File: config.mk
export PLATFORM = sky130hd
export DESIGN_NAME = kbd_fifo
export DESIGN_NICKNAME = d
export VERILOG_FILES = /design/src/hdl/soc_pkg.sv /design/src/hdl/kbd_fifo.sv
export SDC_FILE = /design/constraint.sdc
export NUM_CORES = 1
export LEC_CHECK = 0
export ABC_AREA = 1
export BUFFER_PORTS_ARGS = -buffer_cell sky130_fd_sc_hd__buf_4
export CAP_MARGIN = 20
export CORE_ASPECT_RATIO = 1.1
export CORE_UTILIZATION = 67
export DETAILED_ROUTE_END_ITERATION = 16
export GPL_ROUTABILITY_DRIVEN = 1
export PLACE_DENSITY = 0.84
export SKIP_CTS_REPAIR_TIMING = 1
export SYNTH_ARGS = -nofsm -noshare
export SYNTH_HDL_FRONTEND = slang
export SYNTH_SLANG_ARGS = --single-unit
File: constraint.sdc
create_clock -name clk -period 3.9 [get_ports clk]
set_input_delay 0.585 -clock clk [delete_from_list [all_inputs] [get_ports clk]]
set_output_delay 0.585 -clock clk [all_outputs]
set_load 0.02 [all_outputs]
File: src/hdl/soc_pkg.sv
/*
 * Shared bus types, region and device enums,
 * register offsets and memory sizes for the MMIO subsystem
 */

package soc_pkg;

    // Bus word types
    typedef logic [31:0] addr_t;
    typedef logic [31:0] data_t;
    typedef logic [3:0]  mask_t;

    // Peripheral payloads
    typedef logic [7:0]  kbd_code_t;
    typedef logic [63:0] usb_report_t;

    // Region from address bits 31..28
    typedef enum logic [3:0] {
        REGION_ROM   = 4'h0,
        REGION_RAM   = 4'h1,
        REGION_DEV   = 4'h2,
        REGION_OTHER = 4'hF
    } region_e;

    // Device from address bits 15..12 inside the peripheral region
    typedef enum logic [3:0] {
        DEV_NONE    = 4'h0,
        DEV_DISPLAY = 4'h1,
        DEV_USB     = 4'h4,
        DEV_KBD     = 4'h5
    } device_e;

    // RAM geometry
    localparam int RAM_WORDS  = 256;
    localparam int RAM_ADDR_W = 8;

    // Keyboard scan-code queue geometry
    localparam int KBD_DEPTH  = 32;
    localparam int KBD_ADDR_W = 5;

    // Register offsets, address bits 11..0
    localparam logic [11:0] OFS_USB_VALID  = 12'h000;
    localparam logic [11:0] OFS_USB_MSW    = 12'h004;
    localparam logic [11:0] OFS_USB_LSW    = 12'h008;
    localparam logic [11:0] OFS_KBD_STATUS = 12'h000;
    localparam logic [11:0] OFS_KBD_CODE   = 12'h004;

endpackage

File: src/hdl/kbd_fifo.sv
/*
 * Circular queue of PS/2 scan codes with a last-popped code register
 */

`timescale 1ns/1ps

module kbd_fifo
    import soc_pkg::*;
(
    input  logic      clk,
    input  logic      reset_i,
    input  kbd_code_t code_i,
    input  logic      push_i,
    input  logic      pop_i,
    output logic      empty_o,
    output kbd_code_t last_code_o
);

    kbd_code_t             mem [KBD_DEPTH];
    logic [KBD_ADDR_W-1:0] wr_ptr;
    logic [KBD_ADDR_W-1:0] rd_ptr;
    logic [KBD_ADDR_W:0]   count;
    logic                  full;
    logic                  do_push;
    logic                  do_pop;
    kbd_code_t             last_code_q;

    assign full    = (count == (KBD_ADDR_W+1)'(KBD_DEPTH));
    assign empty_o = (count == '0);

    // Push to a full queue and pop of an empty one are dropped
    assign do_push = push_i && !full;
    assign do_pop  = pop_i && !empty_o;

    always_ff @(posedge clk) begin
        if (do_push) begin
            mem[wr_ptr] <= code_i;
        end
    end

    always_ff @(posedge clk) begin
        if (reset_i) begin
            wr_ptr      <= '0;
            rd_ptr      <= '0;
            count       <= '0;
            last_code_q <= '0;
        end else begin
            if (do_push) begin
                wr_ptr <= wr_ptr + 1'b1;
            end
            if (do_pop) begin
                rd_ptr      <= rd_ptr + 1'b1;
                last_code_q <= mem[rd_ptr];
            end
            case ({do_push, do_pop})
                2'b10:   count <= count + 1'b1;
                2'b01:   count <= count - 1'b1;
                default: count <= count;
            endcase
        end
    end

    assign last_code_o = last_code_q;

endmodule

==> results.py <==
metrics = {
    "sta": {
        "period_minus_slack_ns": 2.96,
        "holdWs_ns": 0.390,
        "setup_tns_ns": 0,
        "worst_pin_slew_ns": 0.797,
        "setup_viol": 0,
        "slew_viol_final": 0,
        "fin_crit_sh_pct": 75.9,
        "fmax_ghz": 0.338,
        "hold_viol": 0,
        "fin_skew_ns": 0.0216,
        "rsz0062_at_grt": "no",
        "fin_ws_ns": 0.941,
        "maxSlewHeadroom_pct": 46.8,
    },
    "clock_network": {
        "path_clk_slew_ns": 0.06,
        "cts-root-buf": "clkbuf_16",
        "h-tree-depth": 1,
        "cts_tree": "done",
        "cts_buffers": 27,
        "cts_buffer_depth": 3,
        "clkLatencyLatePin_ns": 0.54,
        "cts.sink_count": 280,
    },
    "floorplanning": {
        "die_w_microns": 130,
        "die_area_sq_um": 18500,
        "rows": 51,
        "dieHeight_microns": 142,
        "ios": 21,
        "initial_core_util_pct": 68.2,
        "coreArea_sq_um": 17600,
    },
    "route": {
        "first_iter_violations": 934,
        "firstDrtPassIters": 5,
        "num_vias": 8147,
        "antenna_left": 0,
        "vias_per_cell": 5.69,
        "drc": 0,
        "routed_wl_mm": 26.0,
        "wl_per_cell_microns": 18.1,
    },
    "layout": {
        "layout_common_cells": "369 x nand2_1, 256 x edfxtp_1, 160 x nand3_1, 126 x inv_1, 82 x nor2_1",
        "area_growth_syn_to_layout_pct": 10.0,
        "final_common_cell": "nand2_1",
        "layout-drive-gt1-share_pct": 6.70,
        "fin_nets": 1198,
        "n_antenna_cell": 0,
    },
    "setup_path": {
        "arrival_ns": 3.37,
        "endpoint_kind": "flip-flop",
        "path_class": "reg -> reg",
        "crit_fanout": 16,
        "critPathRequiredTime_ns": 4.31,
        "cp-start-kind": "flip-flop",
    },
    "power_and_ir_drop": {
        "clockPowerShare_pct": 34.3,
        "sw_frac_of_total_pct": 30.2,
        "p_comb_share_pct": 21.7,
        "p_sw_mw": 2.41,
        "power.leakage_nw": 5.27,
        "p_seq_share_pct": 44.0,
        "power_density_nw_per_um2": 602,
        "p_int_mw": 5.55,
        "peakVddDrop_v": 0.000777,
    },
    "placement": {
        "gp_congestion": 0.878,
        "io_buffers": 20,
        "place_ws_ns": 1.00,
        "hpwl_mm": 15.1,
    },
    "logic_synthesis": {
        "synth_nets": 1192,
        "syn_avg_cell_area_sq_um": 10.3,
        "netlist_area_sq_um": 12000,
        "ys_types": 25,
        "ys_seq_area_share_pct": 68.0,
        "ys.warnings.count": 0,
        "syn_inst": 1169,
        "synth-seq-cells": 280,
    },
    "flow_run": {
        "max-cap-violations": 0,
    },
    "global_routing": {
        "grt_pass1_wl_mm": 40.2,
        "grt_usage_pct": 29.2,
        "gr-total-overflow": 0,
        "antenna_found_initial": 0,
        "grt_pass1_vias": 7708,
        "grt_max_degree": 68,
    },
    "outcome": {
        "status": "complete, no violations",
    },
    "min_path": {
        "hp-class": "in -> reg",
    },
}
==> cell families (layout without fill, tap and decap cells) <==
family / Yosys count / after routing / share of synthesized area, %
AO/OA/AOI/OAI: 62 / 62 / 2.64
adder cells (fa/ha/maj): 11 / 11 / 1.21
buffers and inverters: 187 / 212 / 6.40
flip-flops: 280 / 280 / 68.0
AND/OR/NAND/NOR: 623 / 623 / 21.3
XOR/XNOR: 6 / 6 / 0.437
==> state kept, by name, indices dropped and copies added, names as in the netlist <==
register     flops
mem            256
last_code_o      8
wr_ptr           5
count            6
rd_ptr           5
==> per-stage QoR <==
step	utilization (%)	power (mW)	cell area (sq um)	std cells
final	75.1	7.96	13200	1432
after global routing	75.1	8.30	13200	1432
after CTS	75.0	7.95	13200	1431
after detailed placement	69.7	5.25	12300	1383
after global placement	69.7	5.20	12300	1382
after floorplan	-	4.78	12000	1169
==> cells in the mapped netlist <==
cell,instances,share of area (%)
nor3b_1,2,0.12
nand4_1,2,0.10
xor2_1,4,0.29
inv_1,127,4.0
inv_2,2,0.062
edfxtp_1,256,64
nand3_1,160,6.7
clkbuf_1,11,0.34
a21boi_2,1,0.094
nor3_1,5,0.21
clkinv_1,4,0.12
buf_2,36,1.5
fa_1,1,0.17
dfxtp_1,24,4.0
ha_1,10,1.0
buf_1,1,0.031
a31oi_1,1,0.052
nand2_2,2,0.10
xnor2_1,2,0.15
or2_1,1,0.052
o21ai_0,22,0.92
nand2_1,369,12
buf_4,6,0.37
nor2_1,82,2.6
a21oi_1,38,1.6
==> area by class of cell <==
cell class              instances  area (sq um)
inverters                     133           500
flip-flops and latches        280          8170
multi-input cells             702          3080
clock inverters                15           203
repair buffers                 31           228
fillers                      1153          4390
clock buffers                  33           738
well taps                     238           298
==> worst max-delay path, cell delays in order, from the launching register on <==
cell and delay, ns:
dfxtp_1 0.32, inv_1 0.09, nand4_1 0.12, nor2_1 0.23, nand2_1 0.13, nand2_2 0.27, inv_1 0.27, ha_1 0.36
ha_1 0.37, a21oi_1 0.19, o21ai_0 0.13, xor2_1 0.16, o21ai_0 0.15, inv_1 0.05
==> layer usage <==
| layer | wire length, microns | track usage (%) | vias to the layer above |
|---|---|---|---|
| met4 | 952 | 12.5 | 0 |
| li1 | - | - | 3866 |
| met2 | 12700 | 47.4 | 392 |
| met1 | 10300 | 39.9 | 3821 |
| met3 | 2060 | 3.80 | 68 |
| met5 | 0 | 0 | - |
==> power by group through the flow <==
stage / Sequential, mW / Clock [mW] / Combinational [mW]
finish: 3.50 / 2.73 / 1.73
CTS: 3.50 / 2.74 / 1.71
floorplan: 3.51 / 0 / 1.26
global route: 3.51 / 2.87 / 1.92
global placement: 3.56 / 0 / 1.64
detailed placement: 3.56 / 0 / 1.69
==> worst paths after layout <==
path | start | end | slack, ns | depth (start not counted)
min reg2reg | last_code_o[1]$_SDFFE_PP0P_ | last_code_o[1]$_SDFFE_PP0P_ | 0.51 | 2
max reg2reg | count[1]$_SDFFE_PP0P_ | count[4]$_SDFFE_PP0P_ | 0.94 | 13
min | reset_i | count[5]$_SDFFE_PP0P_ | 0.39 | 2
max | count[1]$_SDFFE_PP0P_ | count[4]$_SDFFE_PP0P_ | 0.94 | 13
Power figures use the tool's default switching activity.
