`src/hdl/soc_pkg.sv`:
```
/*
 * Shared bus types, region and device enums,
 * register offsets and memory sizes for the MMIO subsystem
 */

package soc_pkg;

    // Bus word types
    typedef logic [31:0] addr_t;
    typedef logic [31:0] data_t;
    typedef logic [3:0]  mask_t;

    // Peripheral payloads
    typedef logic [7:0]  kbd_code_t;
    typedef logic [63:0] usb_report_t;

    // Region from address bits 31..28
    typedef enum logic [3:0] {
        REGION_ROM   = 4'h0,
        REGION_RAM   = 4'h1,
        REGION_DEV   = 4'h2,
        REGION_OTHER = 4'hF
    } region_e;

    // Device from address bits 15..12 inside the peripheral region
    typedef enum logic [3:0] {
        DEV_NONE    = 4'h0,
        DEV_DISPLAY = 4'h1,
        DEV_USB     = 4'h4,
        DEV_KBD     = 4'h5
    } device_e;

    // RAM geometry
    localparam int RAM_WORDS  = 256;
    localparam int RAM_ADDR_W = 8;

    // Keyboard scan-code queue geometry
    localparam int KBD_DEPTH  = 32;
    localparam int KBD_ADDR_W = 5;

    // Register offsets, address bits 11..0
    localparam logic [11:0] OFS_USB_VALID  = 12'h000;
    localparam logic [11:0] OFS_USB_MSW    = 12'h004;
    localparam logic [11:0] OFS_USB_LSW    = 12'h008;
    localparam logic [11:0] OFS_KBD_STATUS = 12'h000;
    localparam logic [11:0] OFS_KBD_CODE   = 12'h004;

endpackage

```
`src/hdl/device_regs.sv`:
```
/*
 * Peripheral registers: display latch, USB report readback,
 * keyboard status, pop strobe and last-code readback
 */

`timescale 1ns/1ps

module device_regs
    import soc_pkg::*;
(
    input  logic        clk,
    input  logic        reset_i,
    input  logic        req_i,
    input  logic        we_i,
    input  addr_t       addr_i,
    input  data_t       wdata_i,
    input  usb_report_t usb_report_i,
    input  logic        usb_valid_i,
    input  logic        kbd_empty_i,
    input  kbd_code_t   kbd_code_i,
    output logic [7:0]  display_o,
    output logic        kbd_pop_o,
    output data_t       rdata_o
);

    device_e     dev;
    logic [11:0] ofs;
    data_t       read_word;
    data_t       rdata_q;
    logic [7:0]  display_q;

    function automatic device_e decode_device(input addr_t addr);
        device_e d;
        case (addr[15:12])
            4'h1:    d = DEV_DISPLAY;
            4'h4:    d = DEV_USB;
            4'h5:    d = DEV_KBD;
            default: d = DEV_NONE;
        endcase
        return d;
    endfunction

    assign dev = decode_device(addr_i);
    assign ofs = addr_i[11:0];

    // Writing the status offset dequeues one code
    assign kbd_pop_o = req_i && we_i && (dev == DEV_KBD) && (ofs == OFS_KBD_STATUS);

    always_comb begin
        read_word = '0;
        case (dev)
            DEV_USB: begin
                if (ofs == OFS_USB_VALID) begin
                    read_word = {31'd0, usb_valid_i};
                end else if (ofs == OFS_USB_MSW) begin
                    read_word = usb_report_i[63:32];
                end else if (ofs == OFS_USB_LSW) begin
                    read_word = usb_report_i[31:0];
                end
            end
            DEV_KBD: begin
                if (ofs == OFS_KBD_STATUS) begin
                    read_word = {31'd0, !kbd_empty_i};
                end else if (ofs == OFS_KBD_CODE) begin
                    read_word = {24'd0, kbd_code_i};
                end
            end
            default: read_word = '0;
        endcase
    end

    always_ff @(posedge clk) begin
        if (req_i) begin
            rdata_q <= read_word;
        end
    end

    // Display takes the low byte whatever the offset or mask
    always_ff @(posedge clk) begin
        if (reset_i) begin
            display_q <= 8'd0;
        end else if (req_i && we_i && (dev == DEV_DISPLAY)) begin
            display_q <= wdata_i[7:0];
        end
    end

    assign display_o = display_q;
    assign rdata_o   = rdata_q;

endmodule

```
`config.mk`:
```
export PLATFORM = sky130hd
export DESIGN_NAME = device_regs
export DESIGN_NICKNAME = d
export VERILOG_FILES = /design/src/hdl/soc_pkg.sv /design/src/hdl/device_regs.sv
export SDC_FILE = /design/constraint.sdc
export NUM_CORES = 1
export LEC_CHECK = 0
export BUFFER_PORTS_ARGS = -buffer_cell sky130_fd_sc_hd__buf_2
export CORE_UTILIZATION = 35
export CTS_CLUSTER_DIAMETER = 30
export DETAILED_ROUTE_END_ITERATION = 7
export HOLD_SLACK_MARGIN = 0.15
export PLACE_DENSITY_LB_ADDON = 0.08
export SLEW_MARGIN = 10
export SYNTH_ARGS = -nofsm -noshare
export SYNTH_HDL_FRONTEND = slang
export SYNTH_SLANG_ARGS = --single-unit
```
`constraint.sdc`:
```
create_clock -name clk -period 1 [get_ports clk]
set_input_delay 0.05 -clock clk [delete_from_list [all_inputs] [get_ports clk]]
set_output_delay 0.05 -clock clk [all_outputs]
set_load 0.05 [all_outputs]
```
==> tab_implementation.tex <==
\begin{tabular}{lr}
\hline
Metric & Value \\
\hline
\multicolumn{2}{l}{\textbf{Run status}} \\
Outcome & finished, violations left \\
Violations in the final reports & negative setup slack \\
\multicolumn{2}{l}{\textbf{Power and ir drop}} \\
Share of power burned in registers & 0.474 \\
Cell-internal power & 2.80 mW \\
Clock power share & 0.256 \\
Peak supply drop & 0.731 mV \\
Overall power after layout & 3.95 mW \\
Combinational group share of total power & 0.269 \\
Switch share & 0.290 \\
Leakage power of the design & 1.50 nW \\
Power per Cell Area & 1050 nW/um\^{}2 \\
Reported net switching power & 1.14 mW \\
\multicolumn{2}{l}{\textbf{Synthesis}} \\
Sequential cell area fraction in the yosys report & 0.523 \\
Summed instance area of the synthesized netlist & 2140 sq um \\
Yosys Warn Count & 0 \\
Post-synthesis average cell area & 11.4 sq um \\
Instance count of the mapped netlist & 188 \\
Number of distinct library cell variants in the gate-level netlist after synthesis & 29 \\
Number of nets produced by synthesis & 330 \\
Flip-flop and latch count after synthesis & 40 \\
\multicolumn{2}{l}{\textbf{Final layout}} \\
Number of fillers in the final layout & 518 \\
Antenna fix cells & 0 \\
Area grow syn2layout & 74.9\% \\
Final net count & 521 \\
Most common cell after layout, fill and taps aside & buf\_2 \\
Fraction of the core area covered by cells at the end of the flow & 0.633 \\
Fraction of layout instances using a drive strength above 1 & 0.582 \\
Non-Filler Instances & 455 \\
Post-Layout Inst Area & 3750 sq um \\
Most frequent cells in the layout & buf\_2 (138), dlygate4sd3\_1 (35), edfxtp\_1 (32) \\
\multicolumn{2}{l}{\textbf{STA}} \\
Final WS setup & -0.0430 ns \\
Maximum achievable frequency & 959 MHz \\
Min Clock Period, post-route & 1.04 ns \\
Max-slew headroom & 0.803 \\
Setup-failing EPs final & 12 \\
Final sum of negative setup slack & -0.172 ns \\
Number of hold-slack violations in the final timing report & 0 \\
Clock Skew & 0 ns \\
Tcrit/Tclk final & 1.04 \\
Unrepaired setup endpoints after global routing & yes \\
Transition time at the pin with the least slew margin & 0.295 ns \\
Total count of max-transition violations in the final report & 0 \\
\multicolumn{2}{l}{\textbf{Drt}} \\
Number of DRC violations after detailed-routing iteration 0 & 49 \\
Antenna-violating nets left & 0 \\
WL per Instance & 13.9 microns \\
Drt total wl & 6.31 mm \\
Drc violations & 0 \\
Vias post-DR & 2,260 \\
Drt via density & 4.97 \\
Pre-Repair DR Iteration Count & 4 \\
\multicolumn{2}{l}{\textbf{Clock tree}} \\
CTS tree & done \\
Clock transition at the register clock pins on the worst setup and hold paths after CTS & 0.07 ns \\
Count of clock tree sinks & 40 \\
H-Tree Level Count & 2 \\
Worst-Skew Late Latency & 0.28 ns \\
Longest Clk Path Bufs & 2 \\
Root buffer cell & clkbuf\_8 \\
Number of clock buffers inserted by TritonCTS & 5 \\
\multicolumn{2}{l}{\textbf{Floorplan}} \\
Area of the core & 5920 sq um \\
Die Y & 80.3 microns \\
Number of placement rows & 28 \\
Total die area & 6440 sq um \\
Starting utilization of the core area & 0.362 \\
Die Span X & 80.3 microns \\
Number of I/O pins & 183 \\
\multicolumn{2}{l}{\textbf{Setup path}} \\
Worst r2r src & display\_o[7] \\
CP Capture Type & output port \\
Critical path data required time & 0.95 ns \\
First element of the critical path & addr\_i[5] \\
Maximum fanout along the worst path & 2 \\
Startpoint class of the critical path & primary input \\
Class of the most critical setup path & in2out \\
Data arrival at the endpoint of the critical path & 0.99 ns \\
\multicolumn{2}{l}{\textbf{Flow run}} \\
Count of maximum capacitance violations & 0 \\
\multicolumn{2}{l}{\textbf{Global routing}} \\
Final global-route overflow total & 0 \\
Vias in the first global route & 2,079 \\
GRT Resource Usage Total & 0.193 \\
Wire length of the first global-routing pass & 9.45 mm \\
Largest net degree at the start of global routing & 33 \\
Antenna violations before repair & 0 \\
\multicolumn{2}{l}{\textbf{Place}} \\
Number of port buffers & 142 \\
Dpl cell area & 3220 sq um \\
Final GP Congestion & 0.703 \\
Cells after DPL & 410 \\
HPWL after detailed placement & 4.29 mm \\
\multicolumn{2}{l}{\textbf{Worst hold path}} \\
Start point of the worst hold path & usb\_report\_i[57] \\
Type of the worst min-delay path & in2reg \\
\hline
\end{tabular}
-- worst max-delay path, cell delays in order --
cell and delay, ns:
buf_2 0.12, nor4_4 0.31, nand4_4 0.13, nor4_4 0.18, buf_6 0.20
-- state kept, by name (all words and copies together) (netlist names) --
| register | flops |
|---|---|
| display_o | 8 |
| rdata_o | 32 |
-- per-layer routing --
metal  routed length, microns  share of wire  global-route usage  vias up
li1                         -              -                   -     1115
met1                     2540           0.40               0.225     1054
met2                     3370           0.53               0.351       83
met3                      320          0.051              0.0443        8
met4                       77          0.012              0.0500        0
met5                        0              0                   0        -
-- cells in the mapped netlist, drive strengths merged --
library cell | count | area, sq um
a211o | 1 | 8.76
a21o | 7 | 52.6
a21oi | 15 | 75.1
a22oi | 24 | 180
a31oi | 1 | 6.26
and2 | 1 | 6.26
buf | 17 | 91.3
clkbuf | 3 | 11.3
dfxtp | 8 | 160
edfxtp | 32 | 961
inv | 1 | 3.75
nand2 | 1 | 3.75
nand2b | 1 | 6.26
nand3 | 15 | 75.1
nand3b | 15 | 113
nand4 | 1 | 12.5
nor2b | 4 | 25.0
nor3 | 24 | 220
nor4 | 5 | 43.8
nor4b | 1 | 23.8
o21ai | 8 | 40.0
o21bai | 1 | 7.51
or4 | 1 | 7.51
or4b | 1 | 10.0
-- final timing paths --
path / end / slack, ns / depth (start not counted)
worst max-delay path: kbd_pop_o / -0.04 / 5
worst min-delay path: rdata_o[25] / 0.16 / 3
worst max register to register: display_o[7] / 0.44 / 2
worst min register to register: display_o[4] / 0.47 / 2
-- area by class of cell --
cell class                      instances  area (sq um)  share of cell area
Sequential cell                        40          1120               0.299
Multi-Input combinational cell        127          1090               0.290
Clock buffer                            7          76.3              0.0204
Clock inverter                          1          5.00             0.00133
Tap cell                               75          93.8              0.0250
Timing Repair Buffer                  204          1360               0.364
Inverter                                1          3.75             0.00100
-- cells by family after synthesis --
logic type | share of synthesized area
and+or+nand+nor | 0.255
buffers and inverters | 0.0496
AOI/OAI and AO/OA | 0.173
DFF | 0.523
-- stage by stage --
stage | setup slack (ns) | hold slack, ns
finish | -0.0430 | 0.161
global route | -0.0896 | 0.156
CTS | -0.0172 | 0.153
detailed placement | -0.247 | 0.313
global placement | -0.207 | 0.310
floorplan | -0.216 | 0.162
-- power by group through the flow --
stage               Clock, mW  Combinational [mW]  Sequential, mW
floorplan                   0               0.262            2.17
global placement            0               0.942            1.91
detailed placement          0               0.946            1.91
CTS                      1.05                1.07            1.87
global route             1.11                1.13            1.88
finish                   1.01                1.06            1.87
-- timing repair --
item | 4_1_cts | 5_1_grt
endpoints found under the setup margin | 1 | 22
buffers inserted | 1 | 0
resized for setup | 9 | 4
endpoints found under the hold margin | 23 | 0
gates cloned | 0 | 1
hold buffers | 35 | 0
pin swaps | 5 | 0
Note: power is estimated with default switching activity, not from simulation.
