===== src/hdl/soc_pkg.sv =====
/*
 * Shared bus types, region and device enums,
 * register offsets and memory sizes for the MMIO subsystem
 */

package soc_pkg;

    // Bus word types
    typedef logic [31:0] addr_t;
    typedef logic [31:0] data_t;
    typedef logic [3:0]  mask_t;

    // Peripheral payloads
    typedef logic [7:0]  kbd_code_t;
    typedef logic [63:0] usb_report_t;

    // Region from address bits 31..28
    typedef enum logic [3:0] {
        REGION_ROM   = 4'h0,
        REGION_RAM   = 4'h1,
        REGION_DEV   = 4'h2,
        REGION_OTHER = 4'hF
    } region_e;

    // Device from address bits 15..12 inside the peripheral region
    typedef enum logic [3:0] {
        DEV_NONE    = 4'h0,
        DEV_DISPLAY = 4'h1,
        DEV_USB     = 4'h4,
        DEV_KBD     = 4'h5
    } device_e;

    // RAM geometry
    localparam int RAM_WORDS  = 256;
    localparam int RAM_ADDR_W = 8;

    // Keyboard scan-code queue geometry
    localparam int KBD_DEPTH  = 32;
    localparam int KBD_ADDR_W = 5;

    // Register offsets, address bits 11..0
    localparam logic [11:0] OFS_USB_VALID  = 12'h000;
    localparam logic [11:0] OFS_USB_MSW    = 12'h004;
    localparam logic [11:0] OFS_USB_LSW    = 12'h008;
    localparam logic [11:0] OFS_KBD_STATUS = 12'h000;
    localparam logic [11:0] OFS_KBD_CODE   = 12'h004;

endpackage


===== src/hdl/bus_decoder.sv =====
/*
 * Bus request acceptance, region decode, acknowledge and bus error
 * generation, plus the read-data mux for the ack cycle
 */

`timescale 1ns/1ps

module bus_decoder
    import soc_pkg::*;
(
    input  logic  clk,
    input  logic  reset_i,
    input  logic  sel_i,
    input  addr_t addr_i,
    input  logic  we_i,
    input  data_t ram_rdata_i,
    input  data_t dev_rdata_i,
    output logic  ram_req_o,
    output logic  dev_req_o,
    output logic  ack_o,
    output logic  bus_err_o,
    output data_t rdata_o
);

    region_e region;
    region_e region_q;
    logic    accept;
    logic    read_q;
    logic    ack_q;
    logic    err_q;

    function automatic region_e decode_region(input addr_t addr);
        region_e r;
        case (addr[31:28])
            4'h0:    r = REGION_ROM;
            4'h1:    r = REGION_RAM;
            4'h2:    r = REGION_DEV;
            default: r = REGION_OTHER;
        endcase
        return r;
    endfunction

    assign region = decode_region(addr_i);

    // A held request is not taken again during its own ack cycle
    assign accept = sel_i && !ack_q;

    assign ram_req_o = accept && (region == REGION_RAM);
    assign dev_req_o = accept && (region == REGION_DEV);

    always_ff @(posedge clk) begin
        if (reset_i) begin
            ack_q    <= 1'b0;
            err_q    <= 1'b0;
            read_q   <= 1'b0;
            region_q <= REGION_OTHER;
        end else begin
            ack_q <= accept;
            err_q <= accept && (region != REGION_RAM) && (region != REGION_DEV);
            if (accept) begin
                region_q <= region;
                read_q   <= !we_i;
            end
        end
    end

    assign ack_o     = ack_q;
    assign bus_err_o = err_q;

    // Steer the word captured by the selected target; writes return zero
    always_comb begin
        rdata_o = '0;
        if (read_q) begin
            case (region_q)
                REGION_RAM: rdata_o = ram_rdata_i;
                REGION_DEV: rdata_o = dev_rdata_i;
                default:    rdata_o = '0;
            endcase
        end
    end

endmodule


===== config.mk =====
export PLATFORM = sky130hd
export DESIGN_NAME = bus_decoder
export DESIGN_NICKNAME = d
export VERILOG_FILES = /design/src/hdl/soc_pkg.sv /design/src/hdl/bus_decoder.sv
export SDC_FILE = /design/constraint.sdc
export NUM_CORES = 1
export LEC_CHECK = 0
export BUFFER_PORTS_ARGS = -buffer_cell sky130_fd_sc_hd__buf_4
export CORE_MARGIN = 3
export CORE_UTILIZATION = 26
export CTS_BUF_LIST = sky130_fd_sc_hd__clkbuf_16
export DETAILED_ROUTE_END_ITERATION = 7
export PLACE_DENSITY = 0.85
export SLEW_MARGIN = 20
export SYNTH_ARGS = -nofsm -noshare
export SYNTH_HDL_FRONTEND = slang
export SYNTH_SLANG_ARGS = --single-unit
export TNS_END_PERCENT = 1

===== constraint.sdc =====
create_clock -name clk -period 2.3 [get_ports clk]
set_input_delay 0.46 -clock clk [delete_from_list [all_inputs] [get_ports clk]]
set_output_delay 0.46 -clock clk [all_outputs]
set_load 0.01 [all_outputs]

==> summary.md, run 1 <==
| Metric | Value |
|---|---|
| Count of pins over their slew limit | 0 |
| Clock tree from TritonCTS | done |
| CTS H-Tree Depth | 1 |
| Finished layout cell area | 1550 um^2 |
| Post-Syn Area | 661 um^2 |
| Post-layout nets | 275 |
| Number of hold buffers added after cts | 0 |
| Die Wd | 56.4 um |
| Internal Dissipation | 422 uW |
| Max Root-Sink Buffers | 2 |
| Starting density of the core | 0.285 |
| Number of buffers inserted by port buffering | 107 |
| Maximum VDD drop | 367 uV |
| Clock skew after layout | 0.00136 ns |
| Setup TNS Final | 0 ns |
| Number of antenna violations at the first check in global routing | 0 |
| Kind of capture point of the worst setup path | primary output |
| Library cell occupying the most area in the post-synthesis netlist | sky130_fd_sc_hd__a22o_2 |
| Dominant combinational cell family by area after synthesis | compound AO/OA/AOI/OAI gates |
| Floorplan core area | 2320 um^2 |
| Mux cell area share after synthesis | 0 |
| # diodes | 0 |
| TritonRoute pass-1 iters | 4 |
| Global-route wire length before repair | 4.96 mm |
| Synthesized-area fraction occupied by ao, oa, aoi and oai cells | 0.528 |
| Via count of the first global-routing pass | 1076 |
| Startpoint type of the worst setup path | flip-flop |
| Required time reported for the critical path endpoint | 1.84 ns |
| Critical Setup Path Class | flip-flop to primary output |
| Max-capacitance violation count | 0 |
| Post-Synth Simple-Gate Area | 0.150 |
| Number of top-level pins | 136 |
| Power density over the cells | 330 nW/um^2 |
| Worst path cell trace | nor4bb_4 > buf_4 > a22o_2 > buf_4 |
| Transition time at the pin with the least slew margin | 0.344 ns |
| Insertion delay of the later-clocked pin in the worst-skew pair | 0.23 ns |
| Remaining antenna violation count | 0 |
| Synthesized Nets | 167 |
| Adder and majority cell fraction of the synthesized area | 0 |
| Cell with the biggest individual delay on the critical path | sky130_fd_sc_hd__dfxtp_1 |
| Placer's final routability congestion estimate | 0.836 |
| Pin count of the biggest net entering global routing | 26 |
| Maximum fanout encountered on the critical timing path | 25 |
| Final wirelength | 3.23 mm |
| Wire length per cell | 16.1 um |
| Clock-pin slew on the worst setup and hold paths | 0.03 ns |
| Resized Gates After CTS | 0 |
| Height of the die | 56.4 um |
| Cell at the root of the clock tree | sky130_fd_sc_hd__clkbuf_16 |
| Post-layout minimum cycle time | 1.98 ns |
| Combinational group share of total power | 0.237 |
| Detailed placer's ending HPWL | 2.69 mm |
| # clock sinks | 6 |
| Gate family responsible for the most delay along the worst path | buffers and inverters |
| End-of-flow core utilization | 0.670 |
| Number of inserted filler cells in the final layout | 191 |
| Unrepaired setup endpoints after global routing | no |
| Vias per std cell | 5.00 |
| Synthesized-area fraction occupied by xor and xnor cells | 0.0133 |
| Cell area after placement | 1480 um^2 |
| Final count of negative-setup-slack endpoints | 0 |
| Proportion of layout cells with a drive suffix above 1 | 0.809 |
| Number of warning messages in the yosys log | 0 |
| Headroom to the max-slew limit | 0.770 |
| Most common cell in the synthesized netlist | sky130_fd_sc_hd__a22o_2 |
| Top cell type's share of synthesized area | 0.364 |
| Number of hold-slack violations in the final timing report | 0 |
| Worst Hold Class | input pin to flip-flop |
| Worst hold slack after final layout | 0.460 ns |
| Synth Area per Inst | 9.86 um^2 |
| Number of CTS-inserted buffers | 3 |
| Data arrival time of the worst path | 1.52 ns |
| Post-CTS setup buffers | 0 |
| Max incr delay on CP | 0.36 ns |
| Area growth from synthesis to final layout | 135% |
| Switching part of the total | 0.177 |
| Cell type with the highest occurrence count on the critical path | sky130_fd_sc_hd__buf_4 |
| Number of buffer and inverter instances along the worst setup path | 2 |
| DRC violations left | 0 |
| Maximum clock frequency | 504 MHz |
| Static leakage power | 0.835 nW |
| Cell Rows | 17 |
| Share of the clock period used by the worst path after layout | 0.863 |
| Run status | complete, no violations |
| Number of distinct library cells after synthesis | 19 |
| Total GRT Usage | 0.193 |
| Share of the yosys chip area belonging to registers | 0.182 |
| P_sw | 90.9 uW |
| Fraction of power consumed by the clock network | 0.539 |
| Overflow left after global routing | 0 |
| Leading post-synthesis cells by cell area | sky130_fd_sc_hd__a22o_2, sky130_fd_sc_hd__dfxtp_1, sky130_fd_sc_hd__a22o_1 |
| Sequential share of power | 0.224 |
| Number of instances in the synthesized netlist | 67 |
| Number of synthesized register bits | 6 |
| Via count | 1006 |
| EDFF count, synth | 0 |
| Cell types with the highest counts after synthesis | sky130_fd_sc_hd__a22o_2, sky130_fd_sc_hd__a22o_1, sky130_fd_sc_hd__buf_6, sky130_fd_sc_hd__dfxtp_1 |
| Number of design-rule violations left by the first detailed-router iteration | 49 |
| Floorplan die area | 3180 um^2 |
| Async set or reset register ratio after synthesis | 0 |
| Most frequently used flop master after synthesis | sky130_fd_sc_hd__dfxtp_1 |
## state kept, by name, summed over array words and instances, names as in the netlist
name / flops
read_q: 1
region_q: 3
bus_err_o: 1
ack_o: 1
## power by group through the flow
stage | Clock [mW] | Combinational, mW | Sequential [mW]
after floorplan | 0 | 0.0149 | 0.115
after CTS | 0.281 | 0.122 | 0.115
after global placement | 0 | 0.118 | 0.116
after global routing | 0.290 | 0.131 | 0.115
after detailed placement | 0 | 0.121 | 0.116
final | 0.277 | 0.122 | 0.115
## final timing paths
path         slack (ns)  cells after the start   startpoint         end
min                0.46                      2      reset_i      read_q
max                0.32                      4  region_q[2]  rdata_o[2]
min reg2reg        0.47                      2       read_q      read_q
max reg2reg        1.29                      2        ack_o   bus_err_o
## stage by stage
step	instances	worst slack, ns	total power, mW
6_report	201	0.316	0.513
5_1_grt	201	0.205	0.536
4_1_cts	201	0.291	0.518
3_5_place_dp	198	0.528	0.238
3_3_place_gp	198	0.545	0.233
2_1_floorplan	67	0.684	0.130
## kinds of logic after synthesis
family / Yosys count
AOI/OAI and AO/OA: 37
xor gates and xnor gates: 1
DFF: 6
buffers and inverters: 9
and+or+nand+nor: 14
## layer usage
metal  vias to the layer above  wire, um  track usage
li1                        493         -            -
met1                       455      1060        0.186
met2                        54      1850        0.389
met3                         4       297       0.0621
met4                         0        17       0.0407
met5                         -         0            0
## cells in the final DEF (no fill, tap or decap), types with 2 or more instances in the layout
cell type	instances
sky130_fd_sc_hd__a22o_2	24
sky130_fd_sc_hd__clkbuf_16	3
sky130_fd_sc_hd__nor4b_1	2
sky130_fd_sc_hd__a22oi_1	2
sky130_fd_sc_hd__a22o_1	8
sky130_fd_sc_hd__nor2_1	4
sky130_fd_sc_hd__nor4bb_1	2
sky130_fd_sc_hd__dfxtp_1	6
sky130_fd_sc_hd__buf_4	111
sky130_fd_sc_hd__nor4bb_4	2
## area by class of cell
cell class	instances	area, um^2	share of cell area
tap	28	35.0	0.0225
timing repair buffer	111	833	0.536
sequential	6	120	0.0773
inverter	1	3.75	0.00242
clock buffer	3	75.1	0.0483
multi-input combinational	52	487	0.313
## worst reg2reg max path, stage by stage (launching register included)
cell and delay (ns):
sky130_fd_sc_hd__dfxtp_1 0.34, sky130_fd_sc_hd__nor3b_1 0.35, sky130_fd_sc_hd__a21boi_0 0.24
(Power assumes the default switching activity.)
==> run 2, diff against run 1 <==
--- a/config.mk
+++ b/config.mk
@@ -6,7 +6,6 @@
 export NUM_CORES = 1
 export LEC_CHECK = 0
 export BUFFER_PORTS_ARGS = -buffer_cell sky130_fd_sc_hd__buf_4
-export CORE_MARGIN = 3
 export CORE_UTILIZATION = 26
 export CTS_BUF_LIST = sky130_fd_sc_hd__clkbuf_16
 export DETAILED_ROUTE_END_ITERATION = 7
==> constraint.sdc (replaced) <==
create_clock -name clk -period 2.3 [get_ports clk]
set_input_delay 0.23 -clock clk [delete_from_list [all_inputs] [get_ports clk]]
set_output_delay 0.23 -clock clk [all_outputs]
set_load 0.01 [all_outputs]
==> summary.md, run 2 (synthesized netlist as in run 1, its figures left out) <==
| Metric | Value |
|---|---|
| Layout Cells excl Fill | 200 (was 201) |
| Count of pins over their slew limit | 0 (unchanged) |
| Floorplan core area | 2300 um^2 (was 2320 um^2) |
| Maximum fanout encountered on the critical timing path | 32 (was 25) |
| Headroom to the max-slew limit | 0.781 (was 0.770) |
| Number of inserted filler cells in the final layout | 194 (was 191) |
| Maximum clock frequency | 560 MHz (was 504 MHz) |
| Number of CTS-inserted buffers | 3 (unchanged) |
| Placer's final routability congestion estimate | 0.702 (was 0.836) |
| Final count of negative-setup-slack endpoints | 0 (unchanged) |
| # clock sinks | 6 (unchanged) |
| Static leakage power | 0.830 nW (was 0.835 nW) |
| Cell at the root of the clock tree | sky130_fd_sc_hd__clkbuf_16 (unchanged) |
| Most frequent standard cell in the layout excluding fill and tap cells | sky130_fd_sc_hd__buf_4 (unchanged) |
| TritonRoute pass-1 iters | 4 (unchanged) |
| Max-capacitance violation count | 0 (unchanged) |
| Maximum VDD drop | 465 uV (was 367 uV) |
| Pin count of the biggest net entering global routing | 33 (was 26) |
| Post-layout nets | 274 (was 275) |
| Number of flip-flops under the largest register name | 3 (unchanged) |
| Combinational group share of total power | 0.235 (was 0.237) |
| Sequential share of power | 0.223 (was 0.224) |
| Proportion of layout cells with a drive suffix above 1 | 0.808 (was 0.809) |
| Max Root-Sink Buffers | 2 (unchanged) |
| Number of antenna violations at the first check in global routing | 0 (unchanged) |
| Transition time at the pin with the least slew margin | 0.327 ns (was 0.344 ns) |
| # diodes | 0 (unchanged) |
| Hold path startpoint | reset_i (unchanged) |
| FF+latch area | 120 um^2 (unchanged) |
| DRC violations left | 0 (unchanged) |
| Critical Setup Path Class | flip-flop to primary output (unchanged) |
| Die Wd | 52.4 um (was 56.4 um) |
| Number of hold-slack violations in the final timing report | 0 (unchanged) |
| Clock tree from TritonCTS | done (unchanged) |
| Post-route total power | 515 uW (was 513 uW) |
| Starting density of the core | 0.288 (was 0.285) |
| Startpoint type of the worst setup path | flip-flop (unchanged) |
| Wire length per cell | 15.4 um (was 16.1 um) |
| Number of buffers inserted by port buffering | 107 (unchanged) |
| Kind of capture point of the worst setup path | primary output (unchanged) |
| Number of placed instances with taps included | 197 (was 198) |
| Setup TNS Final | 0 ns (unchanged) |
| Share of the clock period used by the worst path after layout | 0.777 (was 0.863) |
| Cell Rows | 17 (unchanged) |
| Internal Dissipation | 422 uW (about the same) |
| Fraction of power consumed by the clock network | 0.541 (was 0.539) |
| Required time reported for the critical path endpoint | 2.07 ns (was 1.84 ns) |
| Area of combinational cells with multiple inputs | 487 um^2 (unchanged) |
| Height of the die | 52.4 um (was 56.4 um) |
| Insertion delay of the later-clocked pin in the worst-skew pair | 0.23 ns (about the same) |
| Clock-pin slew on the worst setup and hold paths | 0.03 ns (about the same) |
| Data arrival time of the worst path | 1.56 ns (was 1.52 ns) |
| Power density over the cells | 333 nW/um^2 (was 330 nW/um^2) |
| Largest reg by FF count | region_q (unchanged) |
| Unrepaired setup endpoints after global routing | no (unchanged) |
| Vias per std cell | 5.12 (was 5.00) |
| Worst Hold Class | input pin to flip-flop (unchanged) |
| Number of hold buffers added after cts | 0 (unchanged) |
| Startpoint of the lowest-slack register-to-register path | ack_o (unchanged) |
| Post-CTS setup buffers | 0 (unchanged) |
| Via count of the first global-routing pass | 939 (was 1076) |
| Via count | 1023 (was 1006) |
| Floorplan die area | 2750 um^2 (was 3180 um^2) |
| Run status | complete, no violations (unchanged) |
| P_sw | 93.0 uW (was 90.9 uW) |
| Area growth from synthesis to final layout | 134% (was 135%) |
| Switching part of the total | 0.180 (was 0.177) |
| Post-layout minimum cycle time | 1.79 ns (was 1.98 ns) |
| Final wirelength | 3.09 mm (was 3.23 mm) |
| Number of design-rule violations left by the first detailed-router iteration | 11 (was 49) |
| Remaining antenna violation count | 0 (unchanged) |
| Number of top-level pins | 136 (unchanged) |
| Total GRT Usage | 0.207 (was 0.193) |
| Critical Path Source | region_q[2] (unchanged) |
| End-of-flow core utilization | 0.673 (was 0.670) |
| Clock skew after layout | 0.000496 ns (was 0.00136 ns) |
| Global-route wire length before repair | 4.22 mm (was 4.96 mm) |
| Overflow left after global routing | 0 (unchanged) |
| Most used cells in the layout excluding fill and tap cells | sky130_fd_sc_hd__buf_4, sky130_fd_sc_hd__a22o_2, sky130_fd_sc_hd__a22o_1 (unchanged) |
| CTS H-Tree Depth | 1 (unchanged) |
| Detailed placer's ending HPWL | 2.49 mm (was 2.69 mm) |
| Resized Gates After CTS | 0 (unchanged) |
==> run 2: cell count changes in the layout (fill, tap and decap cells not counted), sizes merged <==
cell  previous run  this run
buf            111       110
==> run 2: path summary, 6_finish.rpt <==
| kind | end | slack, ns | cells past startpoint |
|---|---|---|---|
| worst max register to register | bus_err_o | 1.30 | 2 |
| worst min-delay path | read_q | 0.23 | 2 |
| worst max-delay path | rdata_o[17] | 0.51 | 4 |
| worst min register to register | read_q | 0.47 | 2 |
==> run 2: layout make-up <==
cell class | instances | share of cell area
repair buffers | 110 | 0.534
multi-input cells | 52 | 0.315
flip-flops and latches | 6 | 0.0777
clock buffers | 3 | 0.0485
well taps | 28 | 0.0227
inverters | 1 | 0.00243
==> run 2: routing by layer <==
layer | wire [um] | vias to the layer above | track usage
met5 | 0 | - | 0
met4 | 41 | 0 | 0.0833
met3 | 412 | 5 | 0.101
met2 | 1550 | 65 | 0.354
met1 | 1080 | 462 | 0.214
li1 | - | 491 | -
==> run 2: worst max-delay path: stages (launching register included) <==
cell                       delay (ns)
sky130_fd_sc_hd__dfxtp_1         0.36
sky130_fd_sc_hd__nor4bb_4        0.27
sky130_fd_sc_hd__buf_4           0.35
sky130_fd_sc_hd__a22o_2          0.22
sky130_fd_sc_hd__buf_4           0.11
==> run 2: power by group through the flow <==
stage	clock [mW]	sequential (mW)	combinational, mW
floorplan	0	0.115	0.0149
global placement	0	0.116	0.118
detailed placement	0	0.116	0.121
CTS	0.280	0.115	0.122
global route	0.291	0.115	0.129
finish	0.279	0.115	0.121
==> run 2: through the flow <==
| step | worst slack (ns) | area [um^2] | hold slack, ns |
|---|---|---|---|
| after floorplan | 1.03 | 661 | 0.303 |
| after global placement | 0.808 | 1470 | 0.448 |
| after detailed placement | 0.755 | 1470 | 0.455 |
| after CTS | 0.515 | 1550 | 0.224 |
| after global routing | 0.433 | 1550 | 0.236 |
| final | 0.514 | 1550 | 0.225 |
